**src/exCfg.svh**
```systemverilog
`ifndef EX_CFG_SVH
`define EX_CFG_SVH

// Datapath widths
`define EX_WORD_W 32
`define EX_REG_ADDR_W 5
`define EX_TNEW_W 2

// Busy cycles that follow the accepting edge
`define EX_MUL_CYCLES 5
`define EX_DIV_CYCLES 10

// Exception cause codes
`define EX_EXC_ADEL 5'd4
`define EX_EXC_ADES 5'd5
`define EX_EXC_OV 5'd12

`endif

```
**src/exPkg.sv**
```systemverilog
`include "exCfg.svh"

package exPkg;

    typedef logic [`EX_WORD_W-1:0] wordT;
    typedef logic [`EX_REG_ADDR_W-1:0] regAddrT;
    // Zero means no exception
    typedef logic [4:0] excCodeT;
    typedef logic [`EX_TNEW_W-1:0] tNewT;

    typedef enum logic [5:0] {
        NOP, ADD, ADDU, ADDI, ADDIU, SUB, SUBU,
        AND, ANDI, OR, ORI, XOR, XORI, NOR,
        SLT, SLTI, SLTU, SLTIU,
        SLL, SLLV, SRL, SRLV, SRA, SRAV,
        LUI, CLO, CLZ,
        MULT, MULTU, DIV, DIVU, MADD, MADDU, MSUB, MSUBU,
        MFHI, MFLO, MTHI, MTLO,
        LW, SW
    } instrT;

    typedef enum logic [2:0] {
        ALU_R, ALU_I, MEM_R, MEM_W, MULDIV, OTHER
    } iFuncT;

    // Decoded instruction entering the stage
    typedef struct packed {
        instrT   instr;
        iFuncT   iFunc;
        wordT    pc;
        excCodeT exc;
        logic    branchDelay;
        wordT    dataRs;
        wordT    dataRt;
        logic [15:0] imm16;
        logic [4:0]  shamt;
        regAddrT addrRs;
        regAddrT addrRt;
        regAddrT addrRd;
        regAddrT regWriteAddr;
        wordT    regWriteData;
        tNewT    tNew;
    } exInT;

    // One bypass source from a later stage
    typedef struct packed {
        regAddrT addr;
        wordT    data;
    } fwdT;

    typedef struct packed {
        instrT   instr;
        iFuncT   iFunc;
        wordT    pc;
        excCodeT exc;
        logic    branchDelay;
        wordT    exOut;
        regAddrT addrRt;
        wordT    dataRt;
        regAddrT addrRd;
        regAddrT regWriteAddr;
        wordT    regWriteData;
        tNewT    tNew;
    } exOutT;

endpackage

```
**src/operandForward.sv**
```systemverilog
`timescale 1ns/1ps

module operandForward (
    input  exPkg::regAddrT addrRs,
    input  exPkg::regAddrT addrRt,
    input  exPkg::wordT    dataRs,
    input  exPkg::wordT    dataRt,
    input  exPkg::fwdT     fwdMem,
    input  exPkg::fwdT     fwdWb,
    output exPkg::wordT    rsVal,
    output exPkg::wordT    rtVal
);

    typedef enum logic [1:0] {
        SRC_DECODED,
        SRC_MEM,
        SRC_WB
    } srcSelT;

    srcSelT rsSel;
    srcSelT rtSel;

    // Memory stage holds the newer value so it is checked first
    function automatic srcSelT pickSource(
        input exPkg::regAddrT addr,
        input exPkg::fwdT     mem,
        input exPkg::fwdT     wb
    );
        if (mem.addr == addr && mem.addr != '0) begin
            return SRC_MEM;
        end
        if (wb.addr == addr && wb.addr != '0) begin
            return SRC_WB;
        end
        return SRC_DECODED;
    endfunction

    function automatic exPkg::wordT selectValue(
        input srcSelT      sel,
        input exPkg::wordT decoded
    );
        case (sel)
            SRC_MEM: return fwdMem.data;
            SRC_WB:  return fwdWb.data;
            default: return decoded;
        endcase
    endfunction

    always_comb begin
        rsSel = pickSource(addrRs, fwdMem, fwdWb);
        rtSel = pickSource(addrRt, fwdMem, fwdWb);
        rsVal = selectValue(rsSel, dataRs);
        rtVal = selectValue(rtSel, dataRt);
    end

    // $zero reads the decoded value whatever a later stage claims to write
    always_comb begin
        assert final ((addrRs != '0 || rsVal == dataRs) &&
                      (addrRt != '0 || rtVal == dataRt))
        else $error("operandForward: register 0 took a bypass value");
    end

endmodule
```
**config.mk**
```make
export PLATFORM = sky130hd
export DESIGN_NAME = operandForward
export DESIGN_NICKNAME = d
export VERILOG_FILES = /design/src/exPkg.sv /design/src/operandForward.sv
export VERILOG_INCLUDE_DIRS = /design/src /design/src/src
export SDC_FILE = /design/constraint.sdc
export NUM_CORES = 1
export LEC_CHECK = 0
export ABC_AREA = 1
export BUFFER_PORTS_ARGS = -buffer_cell sky130_fd_sc_hd__buf_2
export CAP_MARGIN = 0
export CORE_AREA = 2 2 81 83
export DETAILED_ROUTE_END_ITERATION = 16
export DIE_AREA = 0 0 83 85
export PLACE_DENSITY = 0.77
export SLEW_MARGIN = 20
export SYNTH_ARGS = -nofsm -noshare
export SYNTH_HDL_FRONTEND = slang
export SYNTH_SLANG_ARGS = --single-unit
export TNS_END_PERCENT = 100
```
**constraint.sdc**
```tcl
create_clock -name vclk -period 2.2
set_input_delay 0.22 -clock vclk [all_inputs]
set_output_delay 0.22 -clock vclk [all_outputs]
set_load 0.05 [all_outputs]
```
## Yosys cells after proc, flatten, opt, wreduce, memory -nomap -nowiden

Cells that the tools add are included.

| storage, ports and cells | value |
|---|---|
| bits in registers | 0 |
| input bits | 148 |
| output and inout port bits | 64 |
| logic and storage cells | 30 |

| operators by class | value |
|---|---|
| reductions and logical operators | 6 |
| muxes and demuxes | 16 |
| equality and inequality tests | 8 |

Operators by type and width:

| operator | count |
|---|---|
| 32-bit one-hot mux with 2 select lines | 2 |
| 5-bit == test | 4 |
| 2-bit 2-to-1 mux | 8 |
| 5-bit nonzero test | 2 |
| 1-bit 2-to-1 mux | 6 |
| 2-bit by 1-bit == test with 1-bit output (second input constant) | 2 |
| 2-bit == test (second input constant) | 2 |
| 1-bit logical AND | 4 |

## Logic depth before layout (Yosys ltp)

| depth | value |
|---|---|
| depth after elaboration | 8 |
| depth in mapped cells | 9 |

## Worst setup path before layout

No wires, ideal clock.

| timing | value |
|---|---|
| path kind | input -> output |
| start | input fwdWb[36] (netlist bit) |
| end | output rsVal[28] |
| required time | 1.980 ns |
| path buffers | 1 |
| slack | 0.594 ns |
| arrival | 1.386 ns |
| cell stages on the path | 8 |
| cells stage by stage | inv_1 > nand2_1 > nand2_1 > nand3_1 > nor2_8 > buf_6 > nand3_1 > nand3_1 |

| on the way | value |
|---|---|
| word-level cells in the longest chain between the ends | 8 |
| elaborated cells between the ends (all ways) | 11 |
| those cells by class | 3 x eq/ne; 6 x mux; 2 x reduce/logical |

RTL lines:

| item | line | RTL |
|---|---|---|
| start, declared | operandForward.sv:9 | `input exPkg::fwdT fwdWb,` |
| 5-bit == test / 5-bit nonzero test (equally long branches) | operandForward.sv:32 | `if (wb.addr == addr && wb.addr != '0) begin` |
| 1-bit logical AND * | operandForward.sv:32 |  |
| 1-bit 2-to-1 mux (2 in series) | operandForward.sv:32 |  |
| 2-bit 2-to-1 mux * | operandForward.sv:35 | `return SRC_DECODED;` |
| 2-bit 2-to-1 mux * | operandForward.sv:32 |  |
| 2-bit == test / 2-bit by 1-bit == test with 1-bit output (equally long branches) | operandForward.sv:42 | `case (sel)` |
| 32-bit one-hot mux with 2 select lines * | operandForward.sv:42 |  |
| end, declared | operandForward.sv:10 | `output exPkg::wordT rsVal,` |

Mark *: on every way between the ends. The rest lies on a longest branch, timed or not. The select of a mux whose other input is x is not followed.

## Worst setup path in the final report

| timing | value |
|---|---|
| start | input fwdWb[36] (netlist bit) |
| end | output rsVal[13] |

Same word-level chain as after synthesis.

==> run metrics <==
GPL Wtd Cong=0.907; layout cell share with drive strength beyond 1=between 40% and 50%; crit path to=rsVal[13]; # setup viols final=0; Mean Syn Cell Area=5.27 sq um; Post-synth top cells=nand3_1 (255), nand2_1 (43), buf_2 (20), inv_1 (16), buf_6 (9); die area=~7100 sq um; syn nets=543; status=finished clean; Worst EP arrival=about 1800 ps; # rows=29; FF+latch count=0; First-pass DRT Iterations=5; ANT cells=0; TNS Setup=0 ps; Crit Path Class=in2out; Fin. Hold Viols=0; DR vias=3,725; Max-Slew Margin vs Limit=67.5%; Synth area leaders=nand3_1 (61%), nand2_1 (7.8%), buf_6 (4.9%), buf_2 (4.8%), nand3_2 (3.8%); Yosys cell types=19; final worst slack=approximately 190 ps; CP startpoint=fwdWb[36]; RSZ-0062 raised after global routing=no; Startpoint Class=primary input; Port-buffer cells=about 210; GRT overflow=0; GRT Overall Usage=between 20% and 30%; fin. max-slew vios=0; nets@finish=approximately 740; number of global-route vias before repair=3,559; min-delay worst type=in2out; register area share after synthesis=0%; Least-Margin Pin Slew=between 400 and 500 ps; post-cts sizing count=0; setup bufs post-CTS=0; CP Data Required Time=between 1500 and 2000 ps; core area=around 6200 sq um; cell with the most instances after synthesis=nand3_1; Initial Util=roughly a third; layout clock buffer count=0; Peak VDD IR=approximately 0.23 mV; cts hold-fix bufs=0; final period utilization=about nine tenths; power per cell area=around 330 nW/um^2; Leak=between 1.5 and 2 nW; worst-path maximum fanout=32; synthesized area=~2100 sq um; Synth-to-Final Area Change=51.5%; total detailed-routing wirelength=a little under 10,000 um; Die Y=~85 um; worst slack at placement=approximately 190 ps; area occupied by registers=0 sq um; Vias per Instance=5.61; die width=83 um; synth warn=0; initial DRC count=around 220; Synth area leader=nand3_1; fmax=498 MHz; initial antenna violation count=0; DR DRC count=0; fin crit period=around 2000 ps; Worst Setup End Kind=primary output; routed len/inst=14.7 um; first-pass GRT wire length=~16,000 um; Cells after Synth=roughly 400; pin count of the biggest net entering global routing=34; Post-DP HPWL=about 7700 um; placed insts=664; final non-filler cell total=664; top-area cell type share of the netlist area=61.3%; Final ANT Viol Nets=0; # IOs=212; max-cap viol count=0
==> per-layer routing <==
metal / GRT usage [%] / share of wire [%] / routed length [um] / vias to the layer above
li1: - / - / - / 1779
met1: 31.3 / 38 / 3670 / 1699
met2: 48.1 / 50 / 4910 / 227
met3: 4.38 / 10 / 988 / 20
met4: 5.96 / 2.0 / 191 / 0
met5: 0 / 0 / 0 / -
==> logic make-up (layout without fill, tap and decap cells) <==
logic type,count (synthesis),in the layout,share of synthesized area [%]
buf+inv,59,251,15.5
simple gates,325,325,79.9
xor+xnor,11,11,4.63
==> worst min path at each step <==
| stage | start | slack [ps] | to | depth (start not counted) |
|---|---|---|---|---|
| finish | dataRs[2] | 860 | rsVal[2] | 4 |
| global route | dataRs[2] | 890 | rsVal[2] | 4 |
| CTS | dataRt[25] | 870 | rtVal[25] | 4 |
| detailed placement | dataRt[7] | 860 | rtVal[7] | 4 |
| global placement | dataRt[7] | 860 | rtVal[7] | 4 |
| floorplan | fwdMem[0] | 870 | rsVal[0] | 2 |
==> where the power goes <==
group	leakage (nW)	switching [mW]	internal, mW
combinational	1.79	0.733	0.293
clock	0	0	0
sequential	0	0	0
==> through the flow <==
stage	util, %	hold slack, ps	instance area [sq um]	total power [mW]
5_1_grt	50.8	886	3150	1.10
4_1_cts	50.8	866	3150	1.03
2_1_floorplan	-	866	2080	0.691
3_5_place_dp	50.8	864	3150	1.02
6_report	50.8	864	3150	1.03
3_3_place_gp	50.8	864	3150	1.02
==> critical path: stages <==
cell	delay [ps]
buf_2	120
inv_1	110
nand2_1	70
nand2_1	70
nand3_1	170
nor2_8	460
nand3_1	140
nand3_1	130
buf_2	270
==> layout make-up <==
cell class,count,area (sq um)
fillers,682,3050
inverters,22,82.6
multi-input cells,336,1760
well taps,77,96.3
repair buffers,229,1210
==> cell usage in the layout, fill, tap and decap left out, drive strengths merged <==
| cell | instances |
|---|---|
| nand3 | 263 |
| buf | 229 |
| nand2 | 47 |
| inv | 22 |
| nor2 | 14 |
| xnor2 | 6 |
| xor2 | 5 |
| and2 | 1 |
No activity file was read; power rests on OpenSTA's default activity.
