`config.mk`:
```
export PLATFORM = sky130hd
export DESIGN_NAME = exStageReg
export DESIGN_NICKNAME = d
export VERILOG_FILES = /design/src/exPkg.sv /design/src/exStageReg.sv
export VERILOG_INCLUDE_DIRS = /design/src /design/src/src
export SDC_FILE = /design/constraint.sdc
export NUM_CORES = 1
export LEC_CHECK = 0
export BUFFER_PORTS_ARGS = -buffer_cell sky130_fd_sc_hd__clkbuf_2
export CAP_MARGIN = 20
export CORE_AREA = 5 5 174 176
export CTS_BUF_LIST = sky130_fd_sc_hd__clkbuf_8 sky130_fd_sc_hd__clkbuf_16
export DETAILED_ROUTE_END_ITERATION = 10
export DIE_AREA = 0 0 179 181
export PLACE_DENSITY = 0.45
export SYNTH_ARGS = -nofsm -noshare
export SYNTH_HDL_FRONTEND = slang
export SYNTH_SLANG_ARGS = --single-unit
```
`constraint.sdc`:
```
create_clock -name clk -period 1.25 [get_ports clk]
set_clock_uncertainty 0.15 [all_clocks]
set_input_delay 0.125 -clock clk [delete_from_list [all_inputs] [get_ports clk]]
set_output_delay 0.125 -clock clk [all_outputs]
set_load 0.02 [all_outputs]
```
`src/exCfg.svh`:
```
`ifndef EX_CFG_SVH
`define EX_CFG_SVH

// Datapath widths
`define EX_WORD_W 32
`define EX_REG_ADDR_W 5
`define EX_TNEW_W 2

// Busy cycles that follow the accepting edge
`define EX_MUL_CYCLES 5
`define EX_DIV_CYCLES 10

// Exception cause codes
`define EX_EXC_ADEL 5'd4
`define EX_EXC_ADES 5'd5
`define EX_EXC_OV 5'd12

`endif

```
`src/exPkg.sv`:
```
`include "exCfg.svh"

package exPkg;

    typedef logic [`EX_WORD_W-1:0] wordT;
    typedef logic [`EX_REG_ADDR_W-1:0] regAddrT;
    // Zero means no exception
    typedef logic [4:0] excCodeT;
    typedef logic [`EX_TNEW_W-1:0] tNewT;

    typedef enum logic [5:0] {
        NOP, ADD, ADDU, ADDI, ADDIU, SUB, SUBU,
        AND, ANDI, OR, ORI, XOR, XORI, NOR,
        SLT, SLTI, SLTU, SLTIU,
        SLL, SLLV, SRL, SRLV, SRA, SRAV,
        LUI, CLO, CLZ,
        MULT, MULTU, DIV, DIVU, MADD, MADDU, MSUB, MSUBU,
        MFHI, MFLO, MTHI, MTLO,
        LW, SW
    } instrT;

    typedef enum logic [2:0] {
        ALU_R, ALU_I, MEM_R, MEM_W, MULDIV, OTHER
    } iFuncT;

    // Decoded instruction entering the stage
    typedef struct packed {
        instrT   instr;
        iFuncT   iFunc;
        wordT    pc;
        excCodeT exc;
        logic    branchDelay;
        wordT    dataRs;
        wordT    dataRt;
        logic [15:0] imm16;
        logic [4:0]  shamt;
        regAddrT addrRs;
        regAddrT addrRt;
        regAddrT addrRd;
        regAddrT regWriteAddr;
        wordT    regWriteData;
        tNewT    tNew;
    } exInT;

    // One bypass source from a later stage
    typedef struct packed {
        regAddrT addr;
        wordT    data;
    } fwdT;

    typedef struct packed {
        instrT   instr;
        iFuncT   iFunc;
        wordT    pc;
        excCodeT exc;
        logic    branchDelay;
        wordT    exOut;
        regAddrT addrRt;
        wordT    dataRt;
        regAddrT addrRd;
        regAddrT regWriteAddr;
        wordT    regWriteData;
        tNewT    tNew;
    } exOutT;

endpackage

```
`src/exStageReg.sv`:
```
`timescale 1ns/1ps

module exStageReg (
    input  logic           clk,
    input  logic           reset,
    input  logic           stall,
    input  logic           clr,
    input  exPkg::exInT    stageIn,
    input  exPkg::excCodeT aluExc,
    input  exPkg::wordT    exOut,
    input  exPkg::wordT    rtVal,
    input  exPkg::wordT    regWriteData,
    output exPkg::exOutT   exMem
);

    exPkg::exOutT nextMem;

    always_comb begin
        nextMem.instr = stageIn.instr;
        nextMem.iFunc = stageIn.iFunc;
        nextMem.pc = stageIn.pc;
        // An earlier stage's exception takes precedence
        nextMem.exc = (stageIn.exc != '0) ? stageIn.exc : aluExc;
        nextMem.branchDelay = stageIn.branchDelay;
        nextMem.exOut = exOut;
        nextMem.addrRt = stageIn.addrRt;
        // Forwarded store data
        nextMem.dataRt = rtVal;
        nextMem.addrRd = stageIn.addrRd;
        nextMem.regWriteAddr = stageIn.regWriteAddr;
        nextMem.regWriteData = regWriteData;
        // One cycle closer to ready, floored at 0
        nextMem.tNew = (stageIn.tNew != '0) ? stageIn.tNew - 1'b1 : '0;
    end

    // Clear beats stall
    always_ff @(posedge clk) begin
        if (reset || clr) begin
            exMem <= '0;
        end else if (!stall) begin
            exMem <= nextMem;
        end
    end

    clrFlushes: assert property (@(posedge clk) disable iff (reset) clr |=> exMem == '0)
        else $error("exStageReg: exMem not flushed after clr");

endmodule

```
-- After elaboration in Yosys (flattened, before gate mapping)
Cells that the tools add are included.
- flip-flop bits (word level): 160
- bits in latches: 0
- memory bits (writable): 0
- ROM bits: 0
- bits of input ports: 291
- word-level logic and storage cells: 18
- memories: 0
- add/subtract/negate cells: 1
- multipliers: 0
- div/mod/pow operators: 0
- $lt $le $gt $ge: 0
- eq/ne operators: 0
- shift operators: 0
- mux-type cells: 2
- bitwise gates (word level): 0
- reductions and logical operators: 3
- operator list (operator ; number):
    $mux W5 ; 1
    $reduce_bool A5 Y1 ; 1
    $mux W2 ; 1
    $reduce_bool A2 Y1 ; 1
    $sub A2 B1 Y2 const B ; 1
    $logic_or A1 B1 Y1 ; 1

-- Depth between registers and ports, before layout
Gate-level depths: netlist of run 1.
- depth after elaboration: 2
- gate-level depth with buffers: 5
- depth with buffers taken out: 3

-- Least setup slack after synthesis of run 1
Ideal clock, no wire load.
- path type: in2reg
- start point: input stall
- end point: register exMem[10] in the netlist's numbering
- setup time: 0.128 ns
- arrival time: 0.801 ns
- data required time: 0.972 ns
- path slack: 0.171 ns
- stages: 5
- cell sequence: buf_2 buf_4 buf_4 mux2i_1 nor2_1
- RTL lines (element ; line ; RTL):
    from (decl) ; exStageReg.sv:6 ; input logic stall,
    to (signal assigned) ; exStageReg.sv:41 ; exMem <= nextMem;
    to (decl) ; exStageReg.sv:13 ; output exPkg::exOutT exMem

-- Worst setup path after layout of run 1
- start point: register exMem[159] in the netlist's numbering
- end point: output exMem[159] in the netlist's numbering
No word-level cell between the ends.

==> results of run 1 <==
==> layout make-up <==
cell class,count,area (um^2)
clock inverter,12,208
timing repair buffer,518,3670
multi-input combinational,330,2270
sequential,160,3210
inverter,1,3.75
clock buffer,17,425
tap,384,480
fill,2875,18200
==> metrics by stage <==
stage	utilization (%)	worst slack (ps)
after floorplan	-	171
after global placement	27.7	-69.6
after detailed placement	27.7	-43.9
after CTS	35.8	1.96
after global routing	36.1	-40.4
final	36.1	24.3
==> cell families after synthesis <==
kind of cell | count (synthesis)
flip-flops | 160
AO/OA/AOI/OAI | 7
AND/OR/NAND/NOR | 170
buffers and inverters | 38
multiplexers | 153
==> power by group <==
part	internal [mW]	total, mW	switching (mW)
clock	3.55	5.80	2.25
combinational	0.990	1.82	0.833
sequential	5.27	5.35	0.0856
total	9.81	13.0	3.16
==> final timing paths <==
path,start,to,slack (ps),cells past startpoint
worst max-delay path,exMem[159],exMem[159],20,1
worst min register to register,exMem[1],exMem[1],320,2
worst min-delay path,stall,exMem[147],40,3
worst max register to register,exMem[32],exMem[32],410,2
==> synth_stat cells, types with 2 or more instances <==
library cell | instances | area share (%)
buf_4 | 15 | 2.0
nor3_1 | 6 | 0.52
nor2_1 | 154 | 10
buf_2 | 5 | 0.43
clkbuf_1 | 5 | 0.33
buf_6 | 12 | 2.3
dfxtp_1 | 160 | 56
a311oi_1 | 4 | 0.61
nor2b_1 | 5 | 0.54
a21oi_1 | 2 | 0.17
mux2i_1 | 153 | 27
==> layer usage <==
layer	vias up	wire (um)
li1	2756	-
met1	2481	7910
met2	215	9380
met3	15	1760
met4	0	309
met5	-	0
==> what timing repair did <==
item	4_1_cts	5_1_grt
hold endpoints to repair	159	0
hold buffers	163	0
endpoints found under the setup margin	8	69
resized for setup	11	106
pin swaps	0	0
==> results.cfg, run 1 <==
[status]
status = finished clean

[finish]
largest_register_ffs = 160
drive_gt1_share_pct = 37.7
stdcell_count = 1422
syn_to_final_growth_pct = 78.0
final_cell_mix = clkbuf_2, dlygate4sd3_1, dfxtp_1
final_area_mm2 = 0.0103
final_common_cell = clkbuf_2
num_antenna_cells = 0
largest_register = exMem
top_regs = exMem: 160 flops
fin_nets = 1319

[yosys]
synth_compound_area_share_pct = 0.911
synth_fa_ha_area_share_pct = 0
synth_edf_count = 0
syn_area_mm2 = 0.00577
synth_top_family_by_area = multiplexers
synthCells = 528
synth-simple-area-share_pct = 11.9
yosys_register_bits = 160
synth_area_per_cell_um2 = 10.9
ys_seq_area_share_pct = 55.5
synthFlopType = dfxtp_1
synth_cell_types = 18
synth_xor_area_share_pct = 0
synth-async-reset-ratio_pct = 0
ys_warn_count = 0
synthMuxAreaShare_pct = 26.6
syn_nets = 819

[timing]
fin_tns_setup_ps = 0
drv_slew = 0
hold_viol = 0
relSlewSlack_pct = 76.7
worst_slew_pin_slew_ps = 347
fmax_mhz = 816
fin_crit_ps = 1230
period_share_pct = 98.1
fin_hold_ws_ps = 40.1
setup_viol = 0

[worst_setup_path]
slowest_delay_ps = 360
crit_arrival_ps = 950
slowest_stage = dfxtp_1
crit_fanout = 2
crit_path_start_kind = flip-flop
critPathBufInv = 1
crit_required_ps = 980
endpoint_kind = output port
path_delay_family = flip-flops
path_cells = clkbuf_2
crit_type = reg -> out

[drt]
wirelength_um = 19400
first_iter_violations = 128
wl_per_cell_um = 13.6
vias = 5467
firstDrtPassIters = 4
drt-vias-per-instance = 3.84
drc = 0
drtAntennaViolNets = 0

[clock_tree]
cts_root_buffer = clkbuf_16
clk_pin_slew_ps = 70
clkLatencyLatePin_ps = 400
cts-buffers-inserted = 17
cts_sinks = 160
clock_path_buffers = 2
htree_levels = 4
cts_setup_buffers = 0
cts_tree = built

[die]
dieHeight_um = 181
die_w_um = 179
fp-row-count = 62
io_pins = 451
die_area_mm2 = 0.0324
fp.coreArea_mm2 = 0.0285
start_util_pct = 20.3

[grt]
grt_use_total_pct = 11.4
grt_max_degree = 46
first_global_vias = 5853
gr-total-overflow = 0
met2_usage_pct = 20.0
met3_usage_pct = 4.20
antenna_found_initial = 0
use_met1_pct = 12.6
grt.busiest_layer = met2
grt_pass1_wl_um = 29900

[power]
leakagePower_nw = 5.08
p_per_area_mw_per_mm2 = 1260
power.total_mw = 13.0
irDropWorstVdd_uv = 636

[flow_run]
cap_violations = 0

[placement]
place_congestion = 0.739
port_buffers = 328
hpwl_um = 13600
dpl_cell_area_mm2 = 0.00790
placedCellCount = 1230

[min_path]
worstHoldPathType = in -> reg
(Power assumes the default switching activity.)
==> run 2, diff against run 1 <==
--- a/config.mk
+++ b/config.mk
@@ -6,12 +6,13 @@
 export SDC_FILE = /design/constraint.sdc
 export NUM_CORES = 1
 export LEC_CHECK = 0
+export ABC_AREA = 1
 export BUFFER_PORTS_ARGS = -buffer_cell sky130_fd_sc_hd__clkbuf_2
 export CAP_MARGIN = 20
-export CORE_AREA = 5 5 174 176
+export CORE_AREA = 5 5 173 175
 export CTS_BUF_LIST = sky130_fd_sc_hd__clkbuf_8 sky130_fd_sc_hd__clkbuf_16
 export DETAILED_ROUTE_END_ITERATION = 10
-export DIE_AREA = 0 0 179 181
+export DIE_AREA = 0 0 178 180
 export PLACE_DENSITY = 0.45
 export SYNTH_ARGS = -nofsm -noshare
 export SYNTH_HDL_FRONTEND = slang
==> results.cfg, run 2 <==
[status]
status = finished clean

[yosys]
ys_warn_count = 0
synth-simple-area-share_pct = 21.7
synth_xor_area_share_pct = 0
ys_seq_area_share_pct = 56.3
synth_cell_types = 17
synth_compound_area_share_pct = 15.8
syn_area_mm2 = 0.00569
synth_fa_ha_area_share_pct = 0
yosys.area.top_type = dfxtp_1
synth_commonest_cells = nand2_1, dfxtp_1, a21oi_1
syn_nets = 994
yosys.cell_count.top_type = nand2_1
synth_area_per_cell_um2 = 8.09
synth_top_family_by_area = simple AND/OR/NAND/NOR gates
yosysTopAreaCellShare_pct = 56.3
synthFlopType = dfxtp_1
synthTopCellsByArea = dfxtp_1, nand2_1, a21oi_1
yosys_register_bits = 160
synth-async-reset-ratio_pct = 0
synth_edf_count = 0
synthCells = 703
synthMuxAreaShare_pct = 0

[worst_setup_path]
endpoint_kind = output port
path_delay_family = flip-flops
crit_type = reg -> out
crit_fanout = 2
path_cells = clkbuf_2
crit_arrival_ps = 930
slowest_delay_ps = 340
crit_path_start_kind = flip-flop
crit_start = exMem[94]
crit_required_ps = 980
slowest_stage = dfxtp_1
rr_startpoint = exMem[116]
critPathBufInv = 1

[timing]
setup_slack_ps = 44.8
setup_viol = 0
drv_slew = 0
fin_hold_ws_ps = 47.7
relSlewSlack_pct = 78.5
rsz0062_at_grt = false
fin_crit_ps = 1210
worst_slew_pin_slew_ps = 322
hold_viol = 0
period_share_pct = 96.4
fin_tns_setup_ps = 0
fmax_mhz = 830

[grt]
met2_usage_pct = 22.6
first_global_vias = 6652
met3_usage_pct = 4.96
grt_max_degree = 54
grt.busiest_layer = met2
grt_pass1_wl_um = 34000
use_met1_pct = 15.1
gr-total-overflow = 0
grt_use_total_pct = 13.1
antenna_found_initial = 0

[die]
dieHeight_um = 180
start_util_pct = 20.1
fp.coreArea_mm2 = 0.0283
fp-row-count = 62
die_w_um = 178
die_area_mm2 = 0.0320
io_pins = 451

[min_path]
min_from = stall
worstHoldPathType = in -> reg

[clock_tree]
cts_root_buffer = clkbuf_16
cts_tree = built
cts-buffers-inserted = 17
clk_pin_slew_ps = 70
clock_path_buffers = 2
cts_sinks = 160
clkLatencyLatePin_ps = 410
htree_levels = 4

[flow_run]
cap_violations = 0

[power]
leakagePower_nw = 4.69
p_per_area_mw_per_mm2 = 1230
irDropWorstVdd_uv = 576

[drt]
drc = 0
wirelength_um = 21600
drtAntennaViolNets = 0
first_iter_violations = 186
wl_per_cell_um = 13.6
drt-vias-per-instance = 4.01
firstDrtPassIters = 5
vias = 6396

[finish]
drive_gt1_share_pct = 35.2
fillCellCount = 2947
stdcell_count = 1596
top_regs = exMem: 160 flops
final_common_cell = nand2_1
largest_register_ffs = 160
fin_nets = 1491
num_antenna_cells = 0
final_cell_mix = nand2_1, clkbuf_2, dlygate4sd3_1
final_util_pct = 36.7
syn_to_final_growth_pct = 82.9
largest_register = exMem

[placement]
hpwl_um = 14900
port_buffers = 328
place_congestion = 0.742
placedCellCount = 1397
pre_cts_ws_ps = 28.4
[run 2: cell count changes in the layout (fill, tap and decap cells not counted), sizes merged, moves of 6 or more]
cell,delta
nand2,+307
nor3,-6
nor2,-146
clkbuf,-32
buf,+39
a21oi,+158
mux2i,-153
[run 2: path summary, 6_finish.rpt]
path | end | slack, ps | cells after the start
max reg2reg | exMem[116] | 460 | 2
min reg2reg | exMem[108] | 310 | 2
min | exMem[53] | 50 | 5
max | exMem[94] | 40 | 1
[run 2: logic make-up (layout without fill, tap and decap cells)]
logic type             Yosys count  after routing
buffers and inverters           55            564
AND/OR/NAND/NOR                323            323
AO/OA/AOI/OAI                  165            165
flip-flops                     160            160
[run 2: stage by stage]
| step | power [mW] | instance area (um^2) |
|---|---|---|
| finish | 12.8 | 10400 |
| CTS | 13.0 | 10300 |
| detailed placement | 6.83 | 7920 |
| floorplan | 6.15 | 5690 |
| global route | 13.4 | 10400 |
| global placement | 6.82 | 7920 |
[run 2: metal layers]
layer / share of wire [%] / up-vias
li1: - / 3257
met1: 42 / 2878
met2: 47 / 233
met3: 8.6 / 28
met4: 2.0 / 0
met5: 0 / -
[run 2: power breakdown]
part           internal (mW)  switching [mW]
Sequential              5.26          0.0807
Combinational          0.930           0.887
Clock                   3.22            2.38
[run 2: what timing repair did]
item | CTS | global route
setup endpoints to repair | 9 | 101
gates resized for setup | 13 | 167
setup buffers | 0 | 0
endpoints found under the hold margin | 160 | 0
hold buffers | 168 | 0
[run 2: final cells by class]
type | instances | area, um^2 | share of cell area, %
Tap cell | 384 | 480 | 4.62
Timing Repair Buffer | 530 | 3930 | 37.8
Inverter | 3 | 16.3 | 0.156
Multi-Input combinational cell | 488 | 2130 | 20.5
Clock inverter | 14 | 198 | 1.90
Sequential cell | 160 | 3220 | 30.9
Clock buffer | 17 | 425 | 4.09
==> run 3, diff against run 2 <==
==> constraint.sdc (replaced) <==
create_clock -name clk -period 1.4 [get_ports clk]
set_clock_uncertainty 0.15 [all_clocks]
set_input_delay 0.14 -clock clk [delete_from_list [all_inputs] [get_ports clk]]
set_output_delay 0.14 -clock clk [all_outputs]
set_load 0.02 [all_outputs]
==> results.cfg, run 3 (synthesis gave the netlist of run 2 again) <==
[worst_setup_path]
crit_required_ps = 1600
path_delay_family = buffers and inverters
crit_path_start_kind = input pin
critPathBufInv = 3
crit_fanout = 1
path_common_cell = dlygate4sd3_1
crit_type = in -> reg
crit_arrival_ps = 1620
path_cells = dlygate4sd3_1 -> clkbuf_2 -> nand4_1 -> dlygate4sd3_1 -> a21oi_1
slowest_stage = dlygate4sd3_1
endpoint_kind = flip-flop
slowest_delay_ps = 590

[die]
fp-row-count = 62
fp.coreArea_mm2 = 0.0283
start_util_pct = 20.1
dieHeight_um = 180
die_w_um = 178
io_pins = 451
die_area_mm2 = 0.0320

[clock_tree]
cts_sinks = 160
cts-buffers-inserted = 17
cts_tree = built
cts_root_buffer = clkbuf_16
cts_setup_buffers = 0
htree_levels = 4
clock_path_buffers = 2
clkLatencyLatePin_ps = 420
clk_pin_slew_ps = 70

[placement]
hpwl_um = 13700
placedCellCount = 1374
place_congestion = 0.743
port_buffers = 328

[drt]
drtAntennaViolNets = 0
wirelength_um = 21400
drt-vias-per-instance = 4.03
wl_per_cell_um = 13.6
drc = 0
firstDrtPassIters = 4
first_iter_violations = 235
vias = 6370

[finish]
drive_gt1_share_pct = 32.9
stdcell_count = 1580
largest_register = exMem
regArea_mm2 = 0.00320
top_regs = exMem: 160 flops
final_cell_mix = clkbuf_2, nand2_1, dlygate4sd3_1
largest_register_ffs = 160
final_util_pct = 35.2
fillCellCount = 2972
num_antenna_cells = 0
fin_nets = 1475
multi_input_area_mm2 = 0.00214
final_common_cell = clkbuf_2
syn_to_final_growth_pct = 75.3

[grt]
first_global_vias = 6619
grt_max_degree = 84
grt_pass1_wl_um = 33600
antenna_found_initial = 0
gr-total-overflow = 0
grt_use_total_pct = 12.9

[min_path]
worstHoldPathType = in -> reg

[timing]
fin_hold_ws_ps = -37.0
fmax_mhz = 705
setup_slack_ps = -17.9
setup_viol = 2
hold_viol = 1
drv_slew = 0
period_share_pct = 101
fin_crit_ps = 1420
worst_slew_pin_slew_ps = 445
relSlewSlack_pct = 70.3

[power]
irDropWorstVdd_uv = 522
p_per_area_mw_per_mm2 = 1100
leakagePower_nw = 4.46

[status]
violations = negative hold slack, negative setup slack
status = complete, but fails checks

[flow_run]
cap_violations = 0
[run 3: metal layers]
layer  up-vias  share of wire (%)  track usage (%)
li1       3226                  -                -
met1      2851                 41             14.2
met2       258                 47             22.3
met3        35                9.5             5.11
met4         0                2.5             4.76
met5         -                  0                0
[run 3: stage by stage]
step,power [mW],TNS (ps),worst slack [ps],cell area [um^2]
floorplan,5.49,0,418,5690
global placement,6.00,0,80.1,7650
detailed placement,6.00,0,70.7,7650
CTS,11.2,0,68.8,9970
global route,11.5,-111,-75.7,9970
finish,10.9,-21.5,-17.9,9970
[run 3: worst register-to-register path, cell delays in order (launching register included)]
cell,delay (ps)
dfxtp_1,340
nand2_1,50
a21oi_1,130
dlygate4sd3_1,560
[run 3: final timing paths]
| path | from | to | slack (ps) | cells past startpoint |
|---|---|---|---|---|
| hold / removal | stageIn[143] | exMem[114] | -40 | 4 |
| setup reg to reg | exMem[49] | exMem[49] | 110 | 3 |
| hold reg to reg | exMem[40] | exMem[40] | 310 | 2 |
| setup / recovery | aluExc[2] | exMem[116] | -20 | 5 |
[run 3: area by class of cell]
class / count / area share (%)
Clock inverter: 14 / 1.46
Timing Repair Buffer: 514 / 35.8
Inverter: 3 / 0.163
Sequential cell: 160 / 32.1
Multi-Input combinational cell: 488 / 21.4
Clock buffer: 17 / 4.27
Tap cell: 384 / 4.82
[run 3: what timing repair did]
action | in CTS | in global routing
hold buffers | 175 | 1
resized for setup | 0 | 1
endpoints found under the setup margin | 0 | 2
endpoints found under the hold margin | 160 | 1
[run 3: power breakdown]
part / leakage, nW / internal, mW / switching [mW] / total, mW
sequential: 1.30 / 4.70 / 0.0724 / 4.77
combinational: 2.87 / 0.731 / 0.777 / 1.51
clock: 0.277 / 2.51 / 2.13 / 4.65
total: 4.46 / 7.94 / 2.98 / 10.9
